--- config.mk ---
export PLATFORM = sky130hd
export DESIGN_NAME = spi_master
export DESIGN_NICKNAME = d
export VERILOG_FILES = /design/src/source/spi_bus_pkg.sv /design/src/source/spi_host_pkg.sv /design/src/source/spi_mailbox.sv /design/src/source/spi_clock_divider.sv /design/src/source/spi_shift_engine.sv /design/src/source/spi_master.sv
export SDC_FILE = /design/constraint.sdc
export NUM_CORES = 1
export LEC_CHECK = 0
export ABC_AREA = 1
export BUFFER_PORTS_ARGS = -buffer_cell sky130_fd_sc_hd__buf_2
export CAP_MARGIN = 20
export CORE_UTILIZATION = 40
export CTS_BUF_LIST = sky130_fd_sc_hd__clkbuf_4
export DETAILED_ROUTE_END_ITERATION = 6
export GPL_TIMING_DRIVEN = 0
export HOLD_SLACK_MARGIN = 0.15
export PLACE_DENSITY = 0.65
export SETUP_SLACK_MARGIN = 0.2
export SKIP_CTS_REPAIR_TIMING = 1
export SYNTH_ARGS = -nofsm -noshare
export SYNTH_HDL_FRONTEND = slang
export SYNTH_SLANG_ARGS = --single-unit
--- constraint.sdc ---
create_clock -name wr -period 2.1 [get_ports wr]
set_input_delay 0.21 -clock wr [delete_from_list [all_inputs] [get_ports wr]]
set_output_delay 0.21 -clock wr [all_outputs]
set_load 0.005 [all_outputs]
--- src/source/spi_bus_pkg.sv ---
////////////////////
// Wire-level facts shared by the SPI master and its testbench.
// Word length is fixed at 8 bits; DIO frames add one acknowledge bit.
// Mode bit 1 is CPOL and bit 0 is CPHA, as in the usual SPI numbering.
////////////////////
package spi_bus_pkg;

    localparam int word_len = 8;                  // Bits per SPI word.
    localparam int dio_len = word_len + 1;        // DIO adds the acknowledge slot.
    localparam int bit_count_w = $clog2(dio_len + 1); // Counter reaches dio_len.

    // Line levels while no frame is running.
    localparam logic ss_idle = 1'b1;              // Slave deselected.
    localparam logic mosi_idle = 1'b1;            // Released high, also the DIO stop level.

    // Bit shifted in behind the data. DIO needs a low ninth bit.
    localparam logic spi_fill = 1'b1;
    localparam logic dio_fill = 1'b0;

    typedef logic [word_len-1:0] spi_word_t;      // One data word.
    typedef logic [1:0] spi_mode_t;               // {CPOL, CPHA}.

    // Polarity set means sck idles high.
    function automatic logic mode_cpol(spi_mode_t m);
        return m[1];
    endfunction

    // Phase set means data is sampled on the second edge of each bit.
    function automatic logic mode_cpha(spi_mode_t m);
        return m[0];
    endfunction

endpackage

--- src/source/spi_host_pkg.sv ---
////////////////////
// Host-side facts: prescaler range and the transmit request layout.
// The prescaler is an exponent, 0 to 7; a half bit lasts 2**(p+1) clocks.
// The divider counter must hold 255 for the largest exponent.
////////////////////
package spi_host_pkg;

    import spi_bus_pkg::*;

    localparam int presc_w = 3;       // Prescaler exponent width.
    localparam int div_cnt_w = 8;     // Divider counter width, up to 255.

    // Everything the shift engine needs to run one frame.
    // The settings travel with the word so a queued word keeps its own framing.
    typedef struct packed {
        spi_word_t              data;       // Word to shift out.
        logic [presc_w-1:0]     prescaler;  // Clock divider exponent.
        spi_mode_t              mode;       // CPOL and CPHA.
        logic                   lsb_first;  // Bit order.
        logic                   dio;        // TM1637-style framing.
    } tx_request_t;

endpackage

--- src/source/spi_mailbox.sv ---
////////////////////
// One-word holding register with a full flag.
// A load while full is dropped and raises the sticky overrun flag.
// The stored word keeps its last value after take; only full tells it apart.
////////////////////
`timescale 1ns/1ps

module spi_mailbox #(
    parameter type payload_t = logic
) (
    input  logic     wr,
    input  logic     rst_n,
    input  logic     load,           // Write strobe from the producer.
    input  payload_t load_data,
    input  logic     take,           // Consumer has used the word.
    input  logic     overrun_clear,  // Clears the sticky overrun flag.
    output payload_t data,
    output logic     full,
    output logic     overrun
);

    logic accept;   // Load that finds the box empty.
    logic reject;   // Load that finds the box full.

    assign accept = load && !full;
    assign reject = load && full;

    ////////////////////
    // Payload register.
    ////////////////////
    always_ff @(posedge wr) begin
        if (accept) begin
            data <= load_data;  // Only an empty box takes a new word.
        end
    end

    ////////////////////
    // Flags.
    ////////////////////
    always_ff @(posedge wr or negedge rst_n) begin
        if (!rst_n) begin
            full    <= 1'b0;
            overrun <= 1'b0;
        end else begin
            // Take only happens while full, so it never meets an accept.
            if (accept) begin
                full <= 1'b1;
            end else if (take) begin
                full <= 1'b0;
            end

            // A lost word wins over a clear on the same edge, so no loss goes unseen.
            if (reject) begin
                overrun <= 1'b1;
            end else if (overrun_clear) begin
                overrun <= 1'b0;
            end
        end
    end

endmodule

--- src/source/spi_clock_divider.sv ---
////////////////////
// Half bit period timer.
// Emits half_tick on the last clock of every 2**(prescaler+1) clocks.
// Restarts from zero whenever run is low.
////////////////////
`timescale 1ns/1ps

module spi_clock_divider
    import spi_host_pkg::*;
(
    input  logic               wr,
    input  logic               rst_n,
    input  logic               run,        // High while a frame is in flight.
    input  logic [presc_w-1:0] prescaler,  // Exponent latched by the engine.
    output logic               half_tick   // End of one half bit period.
);

    localparam int span_w = div_cnt_w + 1;  // Room for 2**(7+1) = 256.

    logic [div_cnt_w-1:0] cnt;     // Clocks elapsed in this half period.
    logic [span_w-1:0]    span;    // Clocks per half period.
    logic [div_cnt_w-1:0] limit;   // Terminal count.

    assign span  = span_w'(2) << prescaler;       // Two to the power (p+1).
    assign limit = div_cnt_w'(span - span_w'(1)); // Last count before wrap.

    assign half_tick = run && (cnt == limit);

    always_ff @(posedge wr or negedge rst_n) begin
        if (!rst_n) begin
            cnt <= '0;
        end else if (!run || half_tick) begin
            cnt <= '0;          // Idle, or wrap into the next half period.
        end else begin
            cnt <= cnt + 1'b1;
        end
    end

endmodule

--- src/source/spi_shift_engine.sv ---
////////////////////
// Frame controller for SPI and DIO transfers.
// Takes one request at a time and chains the next one without raising ss.
// sck, mosi and ss change only on clock edges of wr.
// In DIO mode the ninth bit is driven low and not stored in rx_word.
////////////////////
`timescale 1ns/1ps

module spi_shift_engine
    import spi_bus_pkg::*, spi_host_pkg::*;
(
    input  logic               wr,
    input  logic               rst_n,
    input  logic               tx_pending,  // Transmit mailbox holds a word.
    input  tx_request_t        request,     // Word and its framing.
    input  logic               half_tick,   // From the clock divider.
    input  logic               miso,
    output logic               take,        // Empties the transmit mailbox.
    output logic               run,         // Keeps the divider counting.
    output logic [presc_w-1:0] prescaler,   // Exponent for the running frame.
    output logic               rx_load,     // Received word is complete.
    output spi_word_t          rx_word,
    output logic               sck,
    output logic               mosi,
    output logic               ss
);

    logic                   busy;        // A frame is running.
    logic                   phase;       // Internal clock, 0 on the leading half.
    spi_mode_t              mode_q;      // Latched mode.
    logic                   lsb_q;       // Latched bit order.
    logic                   dio_q;       // Latched framing.
    logic [bit_count_w-1:0] bit_cnt;     // Bits completed in this frame.
    spi_word_t              tx_shift;    // Bits still to send, head first.
    spi_word_t              rx_shift;    // Bits gathered so far.
    spi_word_t              tx_next;
    spi_word_t              rx_next;
    logic                   mosi_q;      // Data line before the ss override.
    logic                   tx_head;     // Bit at the head of tx_shift.
    logic                   fill_bit;
    logic                   sample_now;  // This half_tick is the sampling edge.
    logic                   sample_en;   // Still inside the data bits.
    logic                   last_bit;
    logic                   frame_end;
    logic                   first_bit;   // First bit of the waiting request.
    logic                   start_mosi;  // Data line level when a frame starts.

    ////////////////////
    // Datapath helpers.
    ////////////////////
    assign fill_bit   = dio_q ? dio_fill : spi_fill;
    assign tx_head    = lsb_q ? tx_shift[0] : tx_shift[word_len-1];
    assign sample_now = (phase == mode_cpha(mode_q));  // Sample edge follows CPHA.
    assign sample_en  = (bit_cnt < bit_count_w'(word_len)); // Skip the DIO ack slot.
    assign last_bit   = dio_q ? (bit_cnt == bit_count_w'(dio_len - 1))
                              : (bit_cnt == bit_count_w'(word_len - 1));

    // Move the head bit out and let the fill bit trail behind the data.
    assign tx_next = lsb_q ? {fill_bit, tx_shift[word_len-1:1]}
                           : {tx_shift[word_len-2:0], fill_bit};
    // Received bits enter from the end opposite the transmit head.
    assign rx_next = lsb_q ? {miso, rx_shift[word_len-1:1]}
                           : {rx_shift[word_len-2:0], miso};

    // The frame ends on the trailing edge of its last bit.
    assign frame_end = busy && half_tick && phase && last_bit;
    assign take      = tx_pending && (!busy || frame_end); // Idle start or chain.
    assign rx_load   = frame_end;

    // With CPHA set the last sample lands on the closing edge, so pass it through.
    assign rx_word = (sample_now && sample_en) ? rx_next : rx_shift;

    always_comb begin
        first_bit = request.lsb_first ? request.data[0] : request.data[word_len-1];
        if (!mode_cpha(request.mode)) begin
            start_mosi = first_bit;      // Phase 0 needs data before the first edge.
        end else if (request.dio) begin
            start_mosi = 1'b0;           // DIO start condition.
        end else begin
            start_mosi = mosi_idle;
        end
    end

    ////////////////////
    // Frame FSM and shift registers.
    ////////////////////
    always_ff @(posedge wr or negedge rst_n) begin
        if (!rst_n) begin
            busy      <= 1'b0;
            phase     <= 1'b0;
            mode_q    <= '0;          // Mode 0 gives a low idle sck.
            lsb_q     <= 1'b0;
            dio_q     <= 1'b0;
            prescaler <= '0;
            bit_cnt   <= '0;
            mosi_q    <= mosi_idle;
            ss        <= ss_idle;
        end else if (take) begin
            busy      <= 1'b1;        // Start, or carry straight on into the next word.
            phase     <= 1'b0;
            mode_q    <= request.mode;
            lsb_q     <= request.lsb_first;
            dio_q     <= request.dio;
            prescaler <= request.prescaler;
            bit_cnt   <= '0;
            mosi_q    <= start_mosi;
            ss        <= 1'b0;
        end else if (busy && half_tick) begin
            phase <= ~phase;          // Each half_tick is one sck edge.
            if (!sample_now) begin
                mosi_q <= tx_head;    // Launch edge.
            end
            if (phase) begin
                bit_cnt <= bit_cnt + 1'b1;
            end
            if (frame_end) begin
                busy <= 1'b0;         // Nothing queued behind this word.
                ss   <= ss_idle;
                if (dio_q) begin
                    mosi_q <= mosi_idle; // DIO stop: data rises while sck is high.
                end
            end
        end
    end

    // Shift registers carry payload only, so they have no reset.
    always_ff @(posedge wr) begin
        if (take) begin
            tx_shift <= request.data;
        end else if (busy && half_tick && sample_now) begin
            tx_shift <= tx_next;
            if (sample_en) begin
                rx_shift <= rx_next;
            end
        end
    end

    ////////////////////
    // Pins.
    ////////////////////
    assign run  = busy;
    assign sck  = phase ^ mode_cpol(mode_q);          // Inverted for idle-high modes.
    assign mosi = (ss && !dio_q) ? mosi_idle : mosi_q; // SPI parks mosi high when deselected.

endmodule

--- src/source/spi_master.sv ---
////////////////////
// SPI master top level with optional DIO framing.
// Host strobes are single-cycle and synchronous to wr.
// Words written while tx_empty is low are dropped and flagged.
// Frames that finish while rx_ready is high are dropped and flagged.
////////////////////
`timescale 1ns/1ps

module spi_master
    import spi_bus_pkg::*, spi_host_pkg::*;
(
    input  logic               wr,
    input  logic               rst_n,
    input  logic               tx_write,       // Strobe, carries the fields below.
    input  spi_word_t          tx_data,
    input  logic [presc_w-1:0] prescaler,
    input  spi_mode_t          mode,
    input  logic               lsb_first,
    input  logic               dio,
    input  logic               rx_read,        // Strobe, empties the receive box.
    input  logic               overrun_clear,  // Clears both overrun flags.
    input  logic               miso,
    output logic               tx_empty,
    output logic               tx_overrun,
    output spi_word_t          rx_data,        // Valid while rx_ready is high.
    output logic               rx_ready,
    output logic               rx_overrun,
    output logic               sck,
    output logic               mosi,
    output logic               ss
);

    tx_request_t        tx_req_in;   // Host fields bundled for the mailbox.
    tx_request_t        tx_req;      // Word waiting for the engine.
    logic               tx_pending;
    logic               take;
    logic               run;
    logic               half_tick;
    logic [presc_w-1:0] eng_prescaler;
    logic               rx_load;
    spi_word_t          rx_word;

    assign tx_req_in = '{data: tx_data, prescaler: prescaler, mode: mode,
                         lsb_first: lsb_first, dio: dio};
    assign tx_empty  = ~tx_pending;

    spi_mailbox #(.payload_t(tx_request_t)) tx_box (
        .wr(wr), .rst_n(rst_n),
        .load(tx_write), .load_data(tx_req_in), .take(take),
        .overrun_clear(overrun_clear),
        .data(tx_req), .full(tx_pending), .overrun(tx_overrun)
    );

    spi_mailbox #(.payload_t(spi_word_t)) rx_box (
        .wr(wr), .rst_n(rst_n),
        .load(rx_load), .load_data(rx_word), .take(rx_read),
        .overrun_clear(overrun_clear),
        .data(rx_data), .full(rx_ready), .overrun(rx_overrun)
    );

    spi_clock_divider u_divider (
        .wr(wr), .rst_n(rst_n),
        .run(run), .prescaler(eng_prescaler), .half_tick(half_tick)
    );

    spi_shift_engine u_engine (
        .wr(wr), .rst_n(rst_n),
        .tx_pending(tx_pending), .request(tx_req), .half_tick(half_tick), .miso(miso),
        .take(take), .run(run), .prescaler(eng_prescaler),
        .rx_load(rx_load), .rx_word(rx_word),
        .sck(sck), .mosi(mosi), .ss(ss)
    );

endmodule

======== Word level (Yosys, flattened, before mapping) ========
Cells that the tools add are included.
operators by class
  muxes and demuxes ....................... 36
  order comparisons ....................... 1
  equality and inequality tests ........... 4
  $add $sub $neg .......................... 3
  shift operators ......................... 1
  reductions and logical operators ........ 29
  bitwise logic cells ..................... 4
operator list
  kind                                                  count
  2-to-1 mux 8 bit                                      6
  2-to-1 mux 1 bit                                      27
  nonzero test 2 bit                                    8
  logical AND 1 bit                                     12
  2-to-1 mux 4 bit                                      3
  adder 8 x 1 -> 8 bit (second input constant)          1
  equality test 8 bit                                   1
  left shift 2 x 3 -> 8 bit (first input constant)      1
  subtractor 8 x 1 -> 8 bit (second input constant)     1
  adder 4 x 1 -> 4 bit (second input constant)          1
  equality test 4 x 3 -> 1 bit (second input constant)  1
  equality test 4 bit (second input constant)           1
  logical NOT 1 bit                                     4
  < comparator 4 bit (second input constant)            1
  AND reduction 2 bit                                   2
  inverter 1 bit                                        3
  AND reduction 3 bit                                   1
  logical OR 1 bit                                      2
  equality test 1 bit                                   1
  XOR 1 bit                                             1
word-level totals
  word-level logic and storage cells ...... 100
  input bits .............................. 21
  register bits after elaboration ......... 66
  output and inout bits ................... 15

======== Logic depth before layout (Yosys ltp) ========
Gate-level depths: netlist (run 1).
  word-level depth ........................ 11
  depth in mapped cells ................... 16
  gate-level depth less buffers ........... 14

======== Modules after synthesis ========
A second synthesis (run 1) with hierarchy kept.
unflattened totals
  cells, all modules ...................... 360
  area total of the unflattened synthesis .. 3,215.6 µm²
modules (own cells, without submodules)
  module                times used  area an instance (µm²)  cells an instance  seq. area each (µm²)
  spi_shift_engine      1           1,712.9                 212                858.3
  spi_clock_divider     1           623.1                   100                200.2
  spi_mailbox (tx_box)  1           543.0                   27                 500.5
  spi_mailbox (rx_box)  1           332.8                   20                 290.3
  spi_master            1           3.8                     1                  0.0

======== Least setup slack after synthesis (run 1) ========
OpenSTA, ideal clock, no wires.
  path type ............................... register -> register
  start point ............................. reg u_engine.bit_cnt[0]
  end point ............................... reg u_engine.rx_shift[0] (enable)
  path buffers ............................ 1
  required time ........................... 1.730 ns
  cell stages (with the launch flop) ...... 10
  library setup time ...................... 0.370 ns
  arrival ................................. 1.811 ns
  setup slack ............................. -0.081 ns
  period minus slack after synthesis ...... 2.181 ns
  cell sequence ........................... dfrtp_1 -> ha_1 -> and3_1 -> mux2_2 -> nand4_4 -> nand2_2 -> nand2_2 -> inv_2 -> buf_4 -> nor2_1
on the way
  word-level cells in the longest chain between the ends .. 7
  elaborated cells on any way between the ends .. 9
  those cells by class .................... order compare: 1; eq/ne: 2; mux: 1; bitwise: 1; reduce/logical: 4
ends and longest elaborated chain
  what                                                                 line                                            RTL
  start, declared                                                      spi_shift_engine.sv:33                          logic [bit_count_w-1:0] bit_cnt;
  start signal, assigned                                               spi_shift_engine.sv:114                         bit_cnt <= bit_cnt + 1'b1;
  equality test 4 x 3 -> 1 bit or equality test 4 bit (tied branches)  spi_shift_engine.sv:56, spi_shift_engine.sv:55
  2-to-1 mux 1 bit                                                     spi_shift_engine.sv:55                          assign last_bit = dio_q ? (bit_cnt == bit_count_w'(dio_len - 1))
  logical AND 1 bit                                                    spi_shift_engine.sv:66                          assign frame_end = busy && half_tick && phase && last_bit;
  logical OR 1 bit                                                     spi_shift_engine.sv:67                          assign take = tx_pending && (!busy || frame_end);
  logical AND 1 bit                                                    spi_shift_engine.sv:67
  inverter 1 bit (no source line)                                      -
  AND reduction 3 bit (no source line) *                               -
  end signal, assigned                                                 spi_shift_engine.sv:133                         rx_shift <= rx_next;
  end, declared                                                        spi_shift_engine.sv:35                          spi_word_t rx_shift;
Mark *: on every way between the ends. The rest lies on a longest branch, timed or not.
A chain may end at the register's enable or synchronous reset.

======== Worst setup path in the final report (run 1) ========
  start point ............................. reg u_engine.bit_cnt[1]
  end point ............................... reg u_engine.rx_shift[3] (enable)
The elaborated chain is that of the path after synthesis.

==> results of run 1 <==
-- power groups by stage --
stage          clock, W  combinational [W]  sequential (W)
2_1_floorplan         0           0.000513         0.00162
3_3_place_gp          0           0.000645         0.00164
3_5_place_dp          0           0.000659         0.00165
4_1_cts        0.000980           0.000661         0.00162
5_1_grt         0.00103           0.000857         0.00165
6_report       0.000960           0.000754         0.00163
-- cells by family (layout without fill, tap and decap cells) --
| family | after synthesis | after routing | share of synthesized area [%] |
|---|---|---|---|
| AND/OR/NAND/NOR | 165 | 165 | 23.1 |
| flip-flops | 66 | 66 | 58.7 |
| buffers and inverters | 56 | 146 | 8.27 |
| AO/OA/AOI/OAI | 34 | 34 | 5.76 |
| XOR/XNOR | 8 | 8 | 2.23 |
| adder cells (fa/ha/maj) | 3 | 3 | 1.19 |
| multiplexers | 2 | 2 | 0.715 |
-- per-stage QoR --
stage / worst slack, ns / instances / util [%] / hold slack [ns] / TNS, ns
global route: -0.112 / 523 / 56.3 / 0.370 / -1.72
floorplan: 0.179 / 334 / - / -0.0856 / 0
global placement: 0.00687 / 468 / 46.7 / 0.259 / 0
CTS: -0.0482 / 485 / 49.0 / -0.212 / -0.331
finish: -0.0456 / 523 / 56.3 / 0.313 / -0.336
detailed placement: -0.0278 / 469 / 46.8 / 0.257 / -0.221
-- Yosys cell counts (3+ instances only) --
cell type / number / area [sq um]
edfxtp_1: 39 / 1170
inv_1: 41 / 154
o21ai_0: 22 / 110
xor2_1: 7 / 61.3
nor2_1: 20 / 75.1
clkbuf_1: 5 / 18.8
nand2_1: 107 / 402
dfrtp_1: 25 / 626
nand2_2: 12 / 75.1
a21oi_1: 5 / 25.0
nor3_1: 4 / 20.0
nand3_1: 11 / 55.1
buf_6: 3 / 33.8
ha_1: 3 / 37.5
-- state kept, by name, summed over array words and instances (netlist names), 2 cells and up --
signal	cells
rx_box.data	8
tx_box.data	15
u_divider.cnt	8
u_engine.bit_cnt	4
u_engine.mode_q	2
u_engine.prescaler	3
u_engine.rx_shift	8
u_engine.tx_shift	8
-- per-layer routing --
layer	global-route usage [%]	part of all wire (%)
met5	0	0
met2	21.4	47
met3	4.71	3.5
met4	6.85	2.2
met1	18.3	47
-- how the worst max path moves through the flow --
stage                     startpoint                   end
2_1_floorplan  u_engine.prescaler[1]  u_engine.tx_shift[0]
3_3_place_gp   u_engine.prescaler[2]  u_engine.tx_shift[1]
3_5_place_dp   u_engine.prescaler[2]  u_engine.tx_shift[3]
4_1_cts        u_engine.prescaler[2]  u_engine.tx_shift[1]
5_1_grt        u_engine.prescaler[1]  u_engine.tx_shift[1]
6_report         u_engine.bit_cnt[1]  u_engine.rx_shift[3]
-- cell type report --
type / count / share of cell area (%)
repair buffers: 74 / 13.7
plain buffers: 12 / 2.60
flip-flops and latches: 66 / 44.2
clock inverters: 7 / 2.21
inverters: 44 / 4.42
multi-input cells: 212 / 28.3
well taps: 99 / 2.96
clock buffers: 9 / 1.61
-- critical path, stage by stage (launching register included) --
cell and delay, ns:
dfrtp_1 0.43, ha_2 0.20, and3_4 0.17, mux2_4 0.28, nand4_4 0.11, nand2_4 0.07, nand2_4 0.10, buf_12 0.11
inv_8 0.03, buf_8 0.12, nor2_4 0.22
==> metrics.md, run 1 <==
| Metric | Value |
|---|---|
| Clock Skew | `0.0148 ns` |
| Synthesis Warnings | `0` |
| Reg2Reg Launch Point | `u_engine.bit_cnt[1]` |
| Post-DRT Antenna Nets | `0` |
| Seq. cell area | `1850 sq um` |
| Number of I/O port buffers | `35` |
| CP Capture Type | `register` |
| Post-DP HPWL | `3820 microns` |
| Mean post-synth cell area | `9.43 sq um` |
| Clk Latency, worst-skew pair | `0.43 ns` |
| FILL cells | `658` |
| Most used DFF post-synth | `edfxtp_1` |
| Synth async-reset ratio | `40.9%` |
| Post-synthesis register bit count | `66` |
| Worst slew margin | `57.2%` |
| Worst-case reg-to-reg path depth | `10` |
| Final Cell Area | `4190 sq um` |
| Initial core utilization | `42.3%` |
| Clock Pin Slew Worst Setup and Hold Paths | `0.12 ns` |
| Synthesized instance count | `334` |
| Unrepaired setup endpoints after global routing | `true` |
| Root Driver | `clkbuf_4` |
| Critical Path RT | `2.23 ns` |
| Top fanout value on the critical path | `8` |
| Slew Limit Fails | `0` |
| R2R Setup Slk | `-0.05 ns` |
| DIE HEIGHT | `90.7 microns` |
| Total wire length | `6110 microns` |
| Vias in the first global route | `2,025` |
| # IOs | `36` |
| Final min period | `2.15 ns` |
| P_int | `0.00232 W` |
| Mapped cell area | `3150 sq um` |
| Core region area | `7450 sq um` |
| Die X-Extent | `90.7 microns` |
| Distinct cells, synth | `34` |
| Crit path launch type | `register` |
| Comb pwr share | `22.5%` |
| Worst-margin pin slew | `0.638 ns` |
| Cell Rows | `31` |
| Seq pwr share | `48.8%` |
| Initial antenna violation count | `0` |
| Nets | `443` |
| Die Area | `8230 sq um` |
| Most common cell after layout, fill and taps aside | `nand2_1` |
| All-Layer GR Usage | `14.2%` |
| Vias per cell | `4.61` |
| EDFF count, synth | `39` |
| Area grow syn2layout | `33.1%` |
| Tcrit/Tclk final | `102%` |
| Max Freq | `466 MHz` |
| Setup WS post-layout | `-0.0456 ns` |
| Outcome | `complete, but fails checks` |
| IR Drop Worst-Case VDD | `506 uV` |
| Dpl cell area | `3490 sq um` |
| RR Endpoint | `u_engine.rx_shift[3]` |
| CP Data Arrival Time | `2.27 ns` |
| Clock Path Buffers | `2` |
| CP Class | `reg -> reg` |
| H-tree depth | `3` |
| Net Sw Frac | `30.7%` |
| Share of cells above drive strength 1 | `34.2%` |
| Power Total | `0.00335 W` |
| Pleak | `1.89 nW` |
| Max Cap Viol | `0` |
| Global-route wire length before repair | `9070 microns` |
| Synthesized Nets | `358` |
| Inserted Diodes | `0` |
| Vias | `2,409` |
| Psw | `0.00103 W` |
| Sinks on Clock Net | `66` |
| Wire per inst | `11.7 microns` |
| Initial drt markers | `88` |
| Failing checks | `negative setup slack` |
| Sequential fraction of the synthesis area | `58.7%` |
| Gpl congestion | `0.768` |
| CTS Buf Count | `9` |
| Pin count of the biggest net entering global routing | `28` |
| Overflow after GRT | `0` |
| Pre-antenna DRT Iters | `5` |
| Detailed-route DRC error count | `0` |
| Area occupied by multi-input gates | `1180 sq um` |
| CTS tree | `done` |
| Clk network pwr share | `28.7%` |
| Finish-stage setup viols | `10` |
| PwrDens | `799 nW/um^2` |
| Most frequent cells in the layout | `nand2_1 (84), edfxtp_1 (39), inv_1 (36), buf_2 (36), nand2_2 (32)` |
| Fin. Hold Viols | `0` |
| Worst Hold Class | `in -> async` |
Note: power is estimated with default switching activity, not from simulation.
==> run 2: changes to the inputs <==
--- a/config.mk
+++ b/config.mk
@@ -8,6 +8,7 @@
 export ABC_AREA = 1
 export BUFFER_PORTS_ARGS = -buffer_cell sky130_fd_sc_hd__buf_2
 export CAP_MARGIN = 20
+export CORE_ASPECT_RATIO = 1.4
 export CORE_UTILIZATION = 40
 export CTS_BUF_LIST = sky130_fd_sc_hd__clkbuf_4
 export DETAILED_ROUTE_END_ITERATION = 6
==> constraint.sdc (replaced) <==
create_clock -name wr -period 2.1 [get_ports wr]
set_input_delay 0.42 -clock wr [delete_from_list [all_inputs] [get_ports wr]]
set_output_delay 0.42 -clock wr [all_outputs]
set_load 0.005 [all_outputs]
==> run 2 against run 1 <==
  * The flow still finishes with violations (negative setup slack)
  * Critical endpoint is now u_engine.tx_shift[1]
  * Die area barely moved
  * Critical path type unchanged
  * Routed wire length fell by 9.8%
  * Worst hold slack got worse by 0.13 ns
  * Register-to-register slack improved by 0.03 ns
  * Critical path depth rose by 4
  * Maximum frequency rose by 1.5%
  * Worst setup slack improved by 0.032 ns
  * Count of clock-buffer cells in the layout rose by 1
  * Largest cell class unchanged
  * Clock power barely moved
  * Non-clock buffer count fell by 7
==> metrics.md, run 2 (synthesis results as in run 1) <==
| Metric | Value |
|---|---|
| Crit path buf inv count | `5 (+2)` |
| Post-DRT Antenna Nets | `0 (unchanged)` |
| Critical-path top delay cell | `dfrtp_1` |
| Vias per cell | `4.50 (-2.4%)` |
| CP Capture Type | `register` |
| Detailed-route DRC error count | `0 (unchanged)` |
| All-Layer GR Usage | `14.5% (+0.26 points)` |
| Delay-heaviest family, CP | `simple AND/OR/NAND/NOR gates` |
| CP Class | `reg -> reg` |
| Setup TNS | `-0.0333 ns (+0.302 ns)` |
| Most frequent cells in the layout | `nand2_1 (99), edfxtp_1 (39), inv_1 (37), buf_2 (36), dfrtp_1 (24)` |
| Die Area | `8230 sq um (about the same)` |
| PwrDens | `827 nW/um^2 (+3.5%)` |
| Top fanout value on the critical path | `8 (unchanged)` |
| Nets | `436 (-1.6%)` |
| Initial antenna violation count | `0 (unchanged)` |
| Overflow after GRT | `0 (unchanged)` |
| CTS tree | `done` |
| Most common cell after layout, fill and taps aside | `nand2_1` |
| Vias | `2,311 (-4.1%)` |
| Unrepaired setup endpoints after global routing | `true` |
| Tcrit/Tclk final | `101% (-1.5 points)` |
| Fin. Hold Viols | `0 (unchanged)` |
| CTS Buf Count | `9 (unchanged)` |
| Biggest register | `tx_box.data` |
| Global-route wire length before repair | `9050 microns (-0.23%)` |
| Final min period | `2.11 ns (-0.0323 ns)` |
| Number of I/O port buffers | `35 (unchanged)` |
| Gpl congestion | `0.807 (+5.1%)` |
| Worst Hold Class | `in -> reg` |
| Initial drt markers | `129 (+47%)` |
| Sequence of cells on the critical path | `buf_6 > inv_6 > nor2_1 > nor2_1 > nand3_2 > inv_2 > nand2_2 > nor2_4 > nand4_4 > nand2_4 > nand2_4 > buf_6 > buf_12 > o21ai_4` |
| Max reg flops | `15 (unchanged)` |
| Max Cap Viol | `0 (unchanged)` |
| WHS | `0.182 ns (-0.130 ns)` |
| Sinks on Clock Net | `66 (unchanged)` |
| Area grow syn2layout | `27.9%` |
| Wire per inst | `10.7 microns (-8.2%)` |
| # IOs | `36 (unchanged)` |
| Initial core utilization | `42.0% (-0.30 points)` |
| Root Driver | `clkbuf_4` |
| Clk Latency, worst-skew pair | `0.42 ns (about the same)` |
| Outcome | `complete, but fails checks` |
| Inserted Diodes | `0 (unchanged)` |
| Pin count of the biggest net entering global routing | `28 (unchanged)` |
| Pleak | `1.82 nW (-3.6%)` |
| Pre-antenna DRT Iters | `4 (-1)` |
| DIE HEIGHT | `107 microns (+18%)` |
| Finish-stage setup viols | `3 (-7)` |
| IR Drop Worst-Case VDD | `458 uV (-9.5%)` |
| Clock Pin Slew Worst Setup and Hold Paths | `0.11 ns (about the same)` |
| Max Freq | `473 MHz (+1.5%)` |
| Worst-margin pin slew | `0.597 ns (-0.0412 ns)` |
| Share of cells above drive strength 1 | `29.0% (-5.2 points)` |
| H-tree depth | `3 (unchanged)` |
| Post-DP HPWL | `3750 microns (-1.9%)` |
| Final Util | `53.7% (-2.6 points)` |
| Worst stage delay on the critical path | `0.41 ns (-0.02 ns)` |
| Clock Path Buffers | `2 (unchanged)` |
| Pre-CTS setup slack | `-0.0162 ns (+0.0116 ns)` |
| Setup WS post-layout | `-0.0134 ns (+0.0323 ns)` |
| Core region area | `7500 sq um (+0.71%)` |
| Die X-Extent | `77.0 microns (-15%)` |
| Vias in the first global route | `2,065 (+2.0%)` |
| CP Data Arrival Time | `2.20 ns (-0.07 ns)` |
| Slew Limit Fails | `0 (unchanged)` |
| Crit path launch type | `register` |
| Worst slew margin | `60.2% (+3.0 points)` |
| Critical Path RT | `2.19 ns (-0.04 ns)` |
| Total wire length | `5510 microns (-9.8%)` |
| Failing checks | `negative setup slack` |
| Clock Skew | `0.0175 ns (+0.00265 ns)` |
| Cell Rows | `37 (+19%)` |
[run 2: changes by cell type in the layout (fill, tap and decap cells not counted), sizes merged]
cell	before	now
dlygate4sd3	20	16
buf	59	57
clkinv	3	2
[run 2: final cells by class]
type                    instances  area (sq um)
clock buffers                  10          75.1
plain buffers                  12           101
clock inverters                 6          88.8
repair buffers                 67           473
inverters                      44           176
multi-input cells             212          1140
fillers                       687          3470
flip-flops and latches         66          1850
well taps                      97           121
[run 2: final timing paths]
check | from | to | slack (ns) | depth (start not counted)
min in group asynchronous | rst_n | u_engine.bit_cnt[0] | 0.53 | 2
max in group asynchronous | rst_n | u_engine.prescaler[0] | 1.14 | 2
hold reg to reg | tx_box.data[5] | u_engine.prescaler[1] | 0.45 | 2
setup reg to reg | u_engine.prescaler[2] | u_engine.tx_shift[1] | -0.01 | 14
setup / recovery | u_engine.prescaler[2] | u_engine.tx_shift[1] | -0.01 | 14
hold / removal | tx_data[7] | tx_box.data[14] | 0.18 | 1
[run 2: layer usage]
layer | up-vias | GRT usage (%) | part of all wire, %
met5 | - | 0 | 0
met4 | 0 | 7.68 | 2.7
met3 | 11 | 4.77 | 3.6
met2 | 39 | 23.5 | 48
met1 | 1034 | 16.9 | 46
li1 | 1227 | - | -
[run 2: power breakdown]
group	total, W	internal [W]	leakage [nW]	switching [W]
sequential	0.00162	0.00153	0.679	0.0000947
combinational	0.000744	0.000310	1.06	0.000434
clock	0.000961	0.000498	0.0846	0.000463
total	0.00333	0.00234	1.82	0.000992
[run 2: stage by stage]
step / instances / area [sq um] / power (W)
CTS: 482 / 3640 / 0.00327
finish: 514 / 4030 / 0.00333
floorplan: 334 / 3180 / 0.00214
detailed placement: 466 / 3470 / 0.00230
global route: 514 / 4030 / 0.00355
global placement: 466 / 3470 / 0.00228
==> run 3: changes to the inputs <==
--- a/config.mk
+++ b/config.mk
@@ -6,7 +6,7 @@
 export NUM_CORES = 1
 export LEC_CHECK = 0
 export ABC_AREA = 1
-export BUFFER_PORTS_ARGS = -buffer_cell sky130_fd_sc_hd__buf_2
+export BUFFER_PORTS_ARGS = -buffer_cell sky130_fd_sc_hd__clkbuf_2
 export CAP_MARGIN = 20
 export CORE_ASPECT_RATIO = 1.4
 export CORE_UTILIZATION = 40
@@ -14,9 +14,10 @@
 export DETAILED_ROUTE_END_ITERATION = 6
 export GPL_TIMING_DRIVEN = 0
 export HOLD_SLACK_MARGIN = 0.15
-export PLACE_DENSITY = 0.65
+export PLACE_DENSITY_LB_ADDON = 0.08
 export SETUP_SLACK_MARGIN = 0.2
 export SKIP_CTS_REPAIR_TIMING = 1
+export SLEW_MARGIN = 20
 export SYNTH_ARGS = -nofsm -noshare
 export SYNTH_HDL_FRONTEND = slang
 export SYNTH_SLANG_ARGS = --single-unit
==> run 3 against run 2 <==
  * The run still ends with negative setup slack left
  * Register-to-register slack about the same
  * Die area is the same
  * Routed wire length is 7.4% higher
  * Sequential share of layout area grew 1.2 points
  * Highest routed layer unchanged
==> metrics.md, run 3 (synthesis results as in run 1) <==
| Metric | Value |
|---|---|
| Outcome | `complete, but fails checks` |
| Failing checks | `negative setup slack` |
| Final min period | `2.10 ns (-0.0123 ns)` |
| Clock Pin Slew Worst Setup and Hold Paths | `0.11 ns (about the same)` |
| Critical-path top delay cell | `dfrtp_1` |
| Nets | `430 (-1.4%)` |
| WHS | `0.180 ns (-0.00262 ns)` |
| Worst slew margin | `53.1% (-7.2 points)` |
| Most common cell after layout, fill and taps aside | `nand2_1` |
| Critical Path RT | `2.27 ns (+0.08 ns)` |
| CP Class | `reg -> reg` |
| Final Util | `52.3% (-1.4 points)` |
| # IOs | `36 (unchanged)` |
| Vias in the first global route | `2,173 (+5.2%)` |
| Initial core utilization | `42.0% (unchanged)` |
| Vias | `2,345 (+1.5%)` |
| Clk Latency, worst-skew pair | `0.42 ns (about the same)` |
| Most frequent cells in the layout | `nand2_1 (104), edfxtp_1 (39), inv_1 (37), clkbuf_2 (37), dfrtp_1 (24)` |
| Unrepaired setup endpoints after global routing | `true` |
| Max Cap Viol | `0 (unchanged)` |
| Die X-Extent | `77.0 microns (unchanged)` |
| Tcrit/Tclk final | `100% (-0.59 points)` |
| FILL cells | `752 (+9.5%)` |
| Total wire length | `5920 microns (+7.4%)` |
| Seq. cell area | `1850 sq um (unchanged)` |
| Setup WS post-layout | `-0.00105 ns (+0.0123 ns)` |
| Overflow after GRT | `0 (unchanged)` |
| Sequence of cells on the critical path | `buf_6 > inv_8 > nor2_4 > nor2_2 > nand3_2 > inv_2 > nand2_4 > nor2_4 > nand4_4 > nand2_2 > nand2_2 > buf_6 > buf_12 > buf_6 > nand2_2 > nand2_1` |
| Fin. Hold Viols | `0 (unchanged)` |
| Pleak | `1.78 nW (-2.0%)` |
| Detailed-route DRC error count | `0 (unchanged)` |
| CP startpoint | `u_engine.prescaler[2]` |
| CTS Buf Count | `9 (unchanged)` |
| Share of cells above drive strength 1 | `27.3% (-1.8 points)` |
| Finish-stage setup viols | `1 (-2)` |
| Worst-case reg-to-reg path depth | `16 (+2)` |
| Worst-margin pin slew | `0.704 ns (+0.107 ns)` |
| RR Endpoint | `u_engine.tx_shift[0]` |
| Core region area | `7500 sq um (unchanged)` |
| Die Area | `8230 sq um (unchanged)` |
| Clock Skew | `0.0243 ns (+0.00682 ns)` |
| Biggest register | `tx_box.data` |
| Post-DRT Antenna Nets | `0 (unchanged)` |
| IR Drop Worst-Case VDD | `612 uV (+33%)` |
| Gpl congestion | `0.727 (-9.9%)` |
| PwrDens | `841 nW/um^2 (+1.8%)` |
| Worst Hold Class | `in -> reg` |
| Area grow syn2layout | `24.6%` |
| Worst Setup EP | `u_engine.tx_shift[0]` |
| Worst stage delay on the critical path | `0.41 ns (about the same)` |
| Sinks on Clock Net | `66 (unchanged)` |
| R2R Setup Slk | `-0.001 ns (about the same)` |
| Wire per inst | `11.6 microns (+8.6%)` |
| Max Freq | `476 MHz (+0.59%)` |
| Vias per cell | `4.62 (+2.7%)` |
| Initial antenna violation count | `0 (unchanged)` |
| Setup TNS | `-0.00105 ns (+0.0322 ns)` |
| All-Layer GR Usage | `15.6% (+1.1 points)` |
| Pin count of the biggest net entering global routing | `28 (unchanged)` |
| Top fanout value on the critical path | `8 (unchanged)` |
| Area occupied by multi-input gates | `1100 sq um (-3.3%)` |
| Number of I/O port buffers | `35 (unchanged)` |
| H-tree depth | `3 (unchanged)` |
| Initial drt markers | `77 (-40%)` |
| Slew Limit Fails | `0 (unchanged)` |
| CP Capture Type | `register` |
| DIE HEIGHT | `107 microns (unchanged)` |
| Global-route wire length before repair | `9770 microns (+7.9%)` |
| Root Driver | `clkbuf_4` |
| CTS tree | `done` |
| Cell Rows | `37 (unchanged)` |
| Clock Path Buffers | `2 (unchanged)` |
| Post-DP HPWL | `4010 microns (+7.0%)` |
| Crit path launch type | `register` |
| CP Data Arrival Time | `2.27 ns (+0.07 ns)` |
| Pre-antenna DRT Iters | `6 (+2)` |
| Dpl cell area | `3470 sq um (about the same)` |
| Final Cell Area | `3920 sq um (-2.6%)` |
| Inserted Diodes | `0 (unchanged)` |
| Reg2Reg Launch Point | `u_engine.prescaler[2]` |
| Max reg flops | `15 (unchanged)` |
==> run 3: changes by cell type in the layout (fill, tap and decap cells not counted), sizes merged <==
cell,before,now
buf,57,19
clkbuf,16,50
clkinvlp,2,3
dlygate4sd3,16,13
==> run 3: final cells by class <==
class | instances | area share, %
Sequential cell | 66 | 47.2
Multi-Input combinational cell | 212 | 28.1
Timing Repair Buffer | 61 | 10.4
Inverter | 44 | 4.50
Tap cell | 97 | 3.10
Buffer | 12 | 2.68
Clock inverter | 7 | 2.33
Clock buffer | 9 | 1.72
==> run 3: worst min-delay path by stage <==
stage / cells after the start / start / slack, ns / end
global placement: 2 / tx_box.data[3] / 0.43 / u_engine.mode_q[1]
finish: 1 / mode[1] / 0.18 / tx_box.data[3]
global route: 1 / tx_data[0] / 0.15 / tx_box.data[7]
detailed placement: 2 / tx_box.data[4] / 0.43 / u_engine.prescaler[0]
floorplan: 0 / rst_n / 0.12 / rx_box.full
CTS: 1 / rst_n / 0.03 / u_divider.cnt[3]
==> run 3: through the flow <==
| step | total power [W] | instances | worst slack, ns |
|---|---|---|---|
| after floorplan | 0.00214 | 334 | 0.179 |
| after global placement | 0.00230 | 466 | -0.0400 |
| after detailed placement | 0.00231 | 466 | -0.0325 |
| after CTS | 0.00327 | 482 | -0.0659 |
| after global routing | 0.00352 | 508 | -0.100 |
| final | 0.00330 | 508 | -0.00105 |
==> run 3: where the power goes <==
part / internal, W / switching (W) / total, W
logic: 0.000287 / 0.000428 / 0.000715
registers: 0.00153 / 0.000101 / 0.00163
clock network: 0.000479 / 0.000476 / 0.000954
==> run 3: metal layers <==
metal | GRT usage (%) | vias to the layer above | wire length (microns)
li1 | - | 1210 | -
met1 | 18.2 | 1083 | 2730
met2 | 26.5 | 41 | 2930
met3 | 3.83 | 11 | 141
met4 | 7.68 | 0 | 114
met5 | 0 | - | 0
==> run 3: worst max-delay path, delay by kind of cell (launching register included) <==
family	cells	cell delay (ns)
and+or+nand+nor	10	0.78
buffers and inverters	6	0.67
DFF	1	0.41
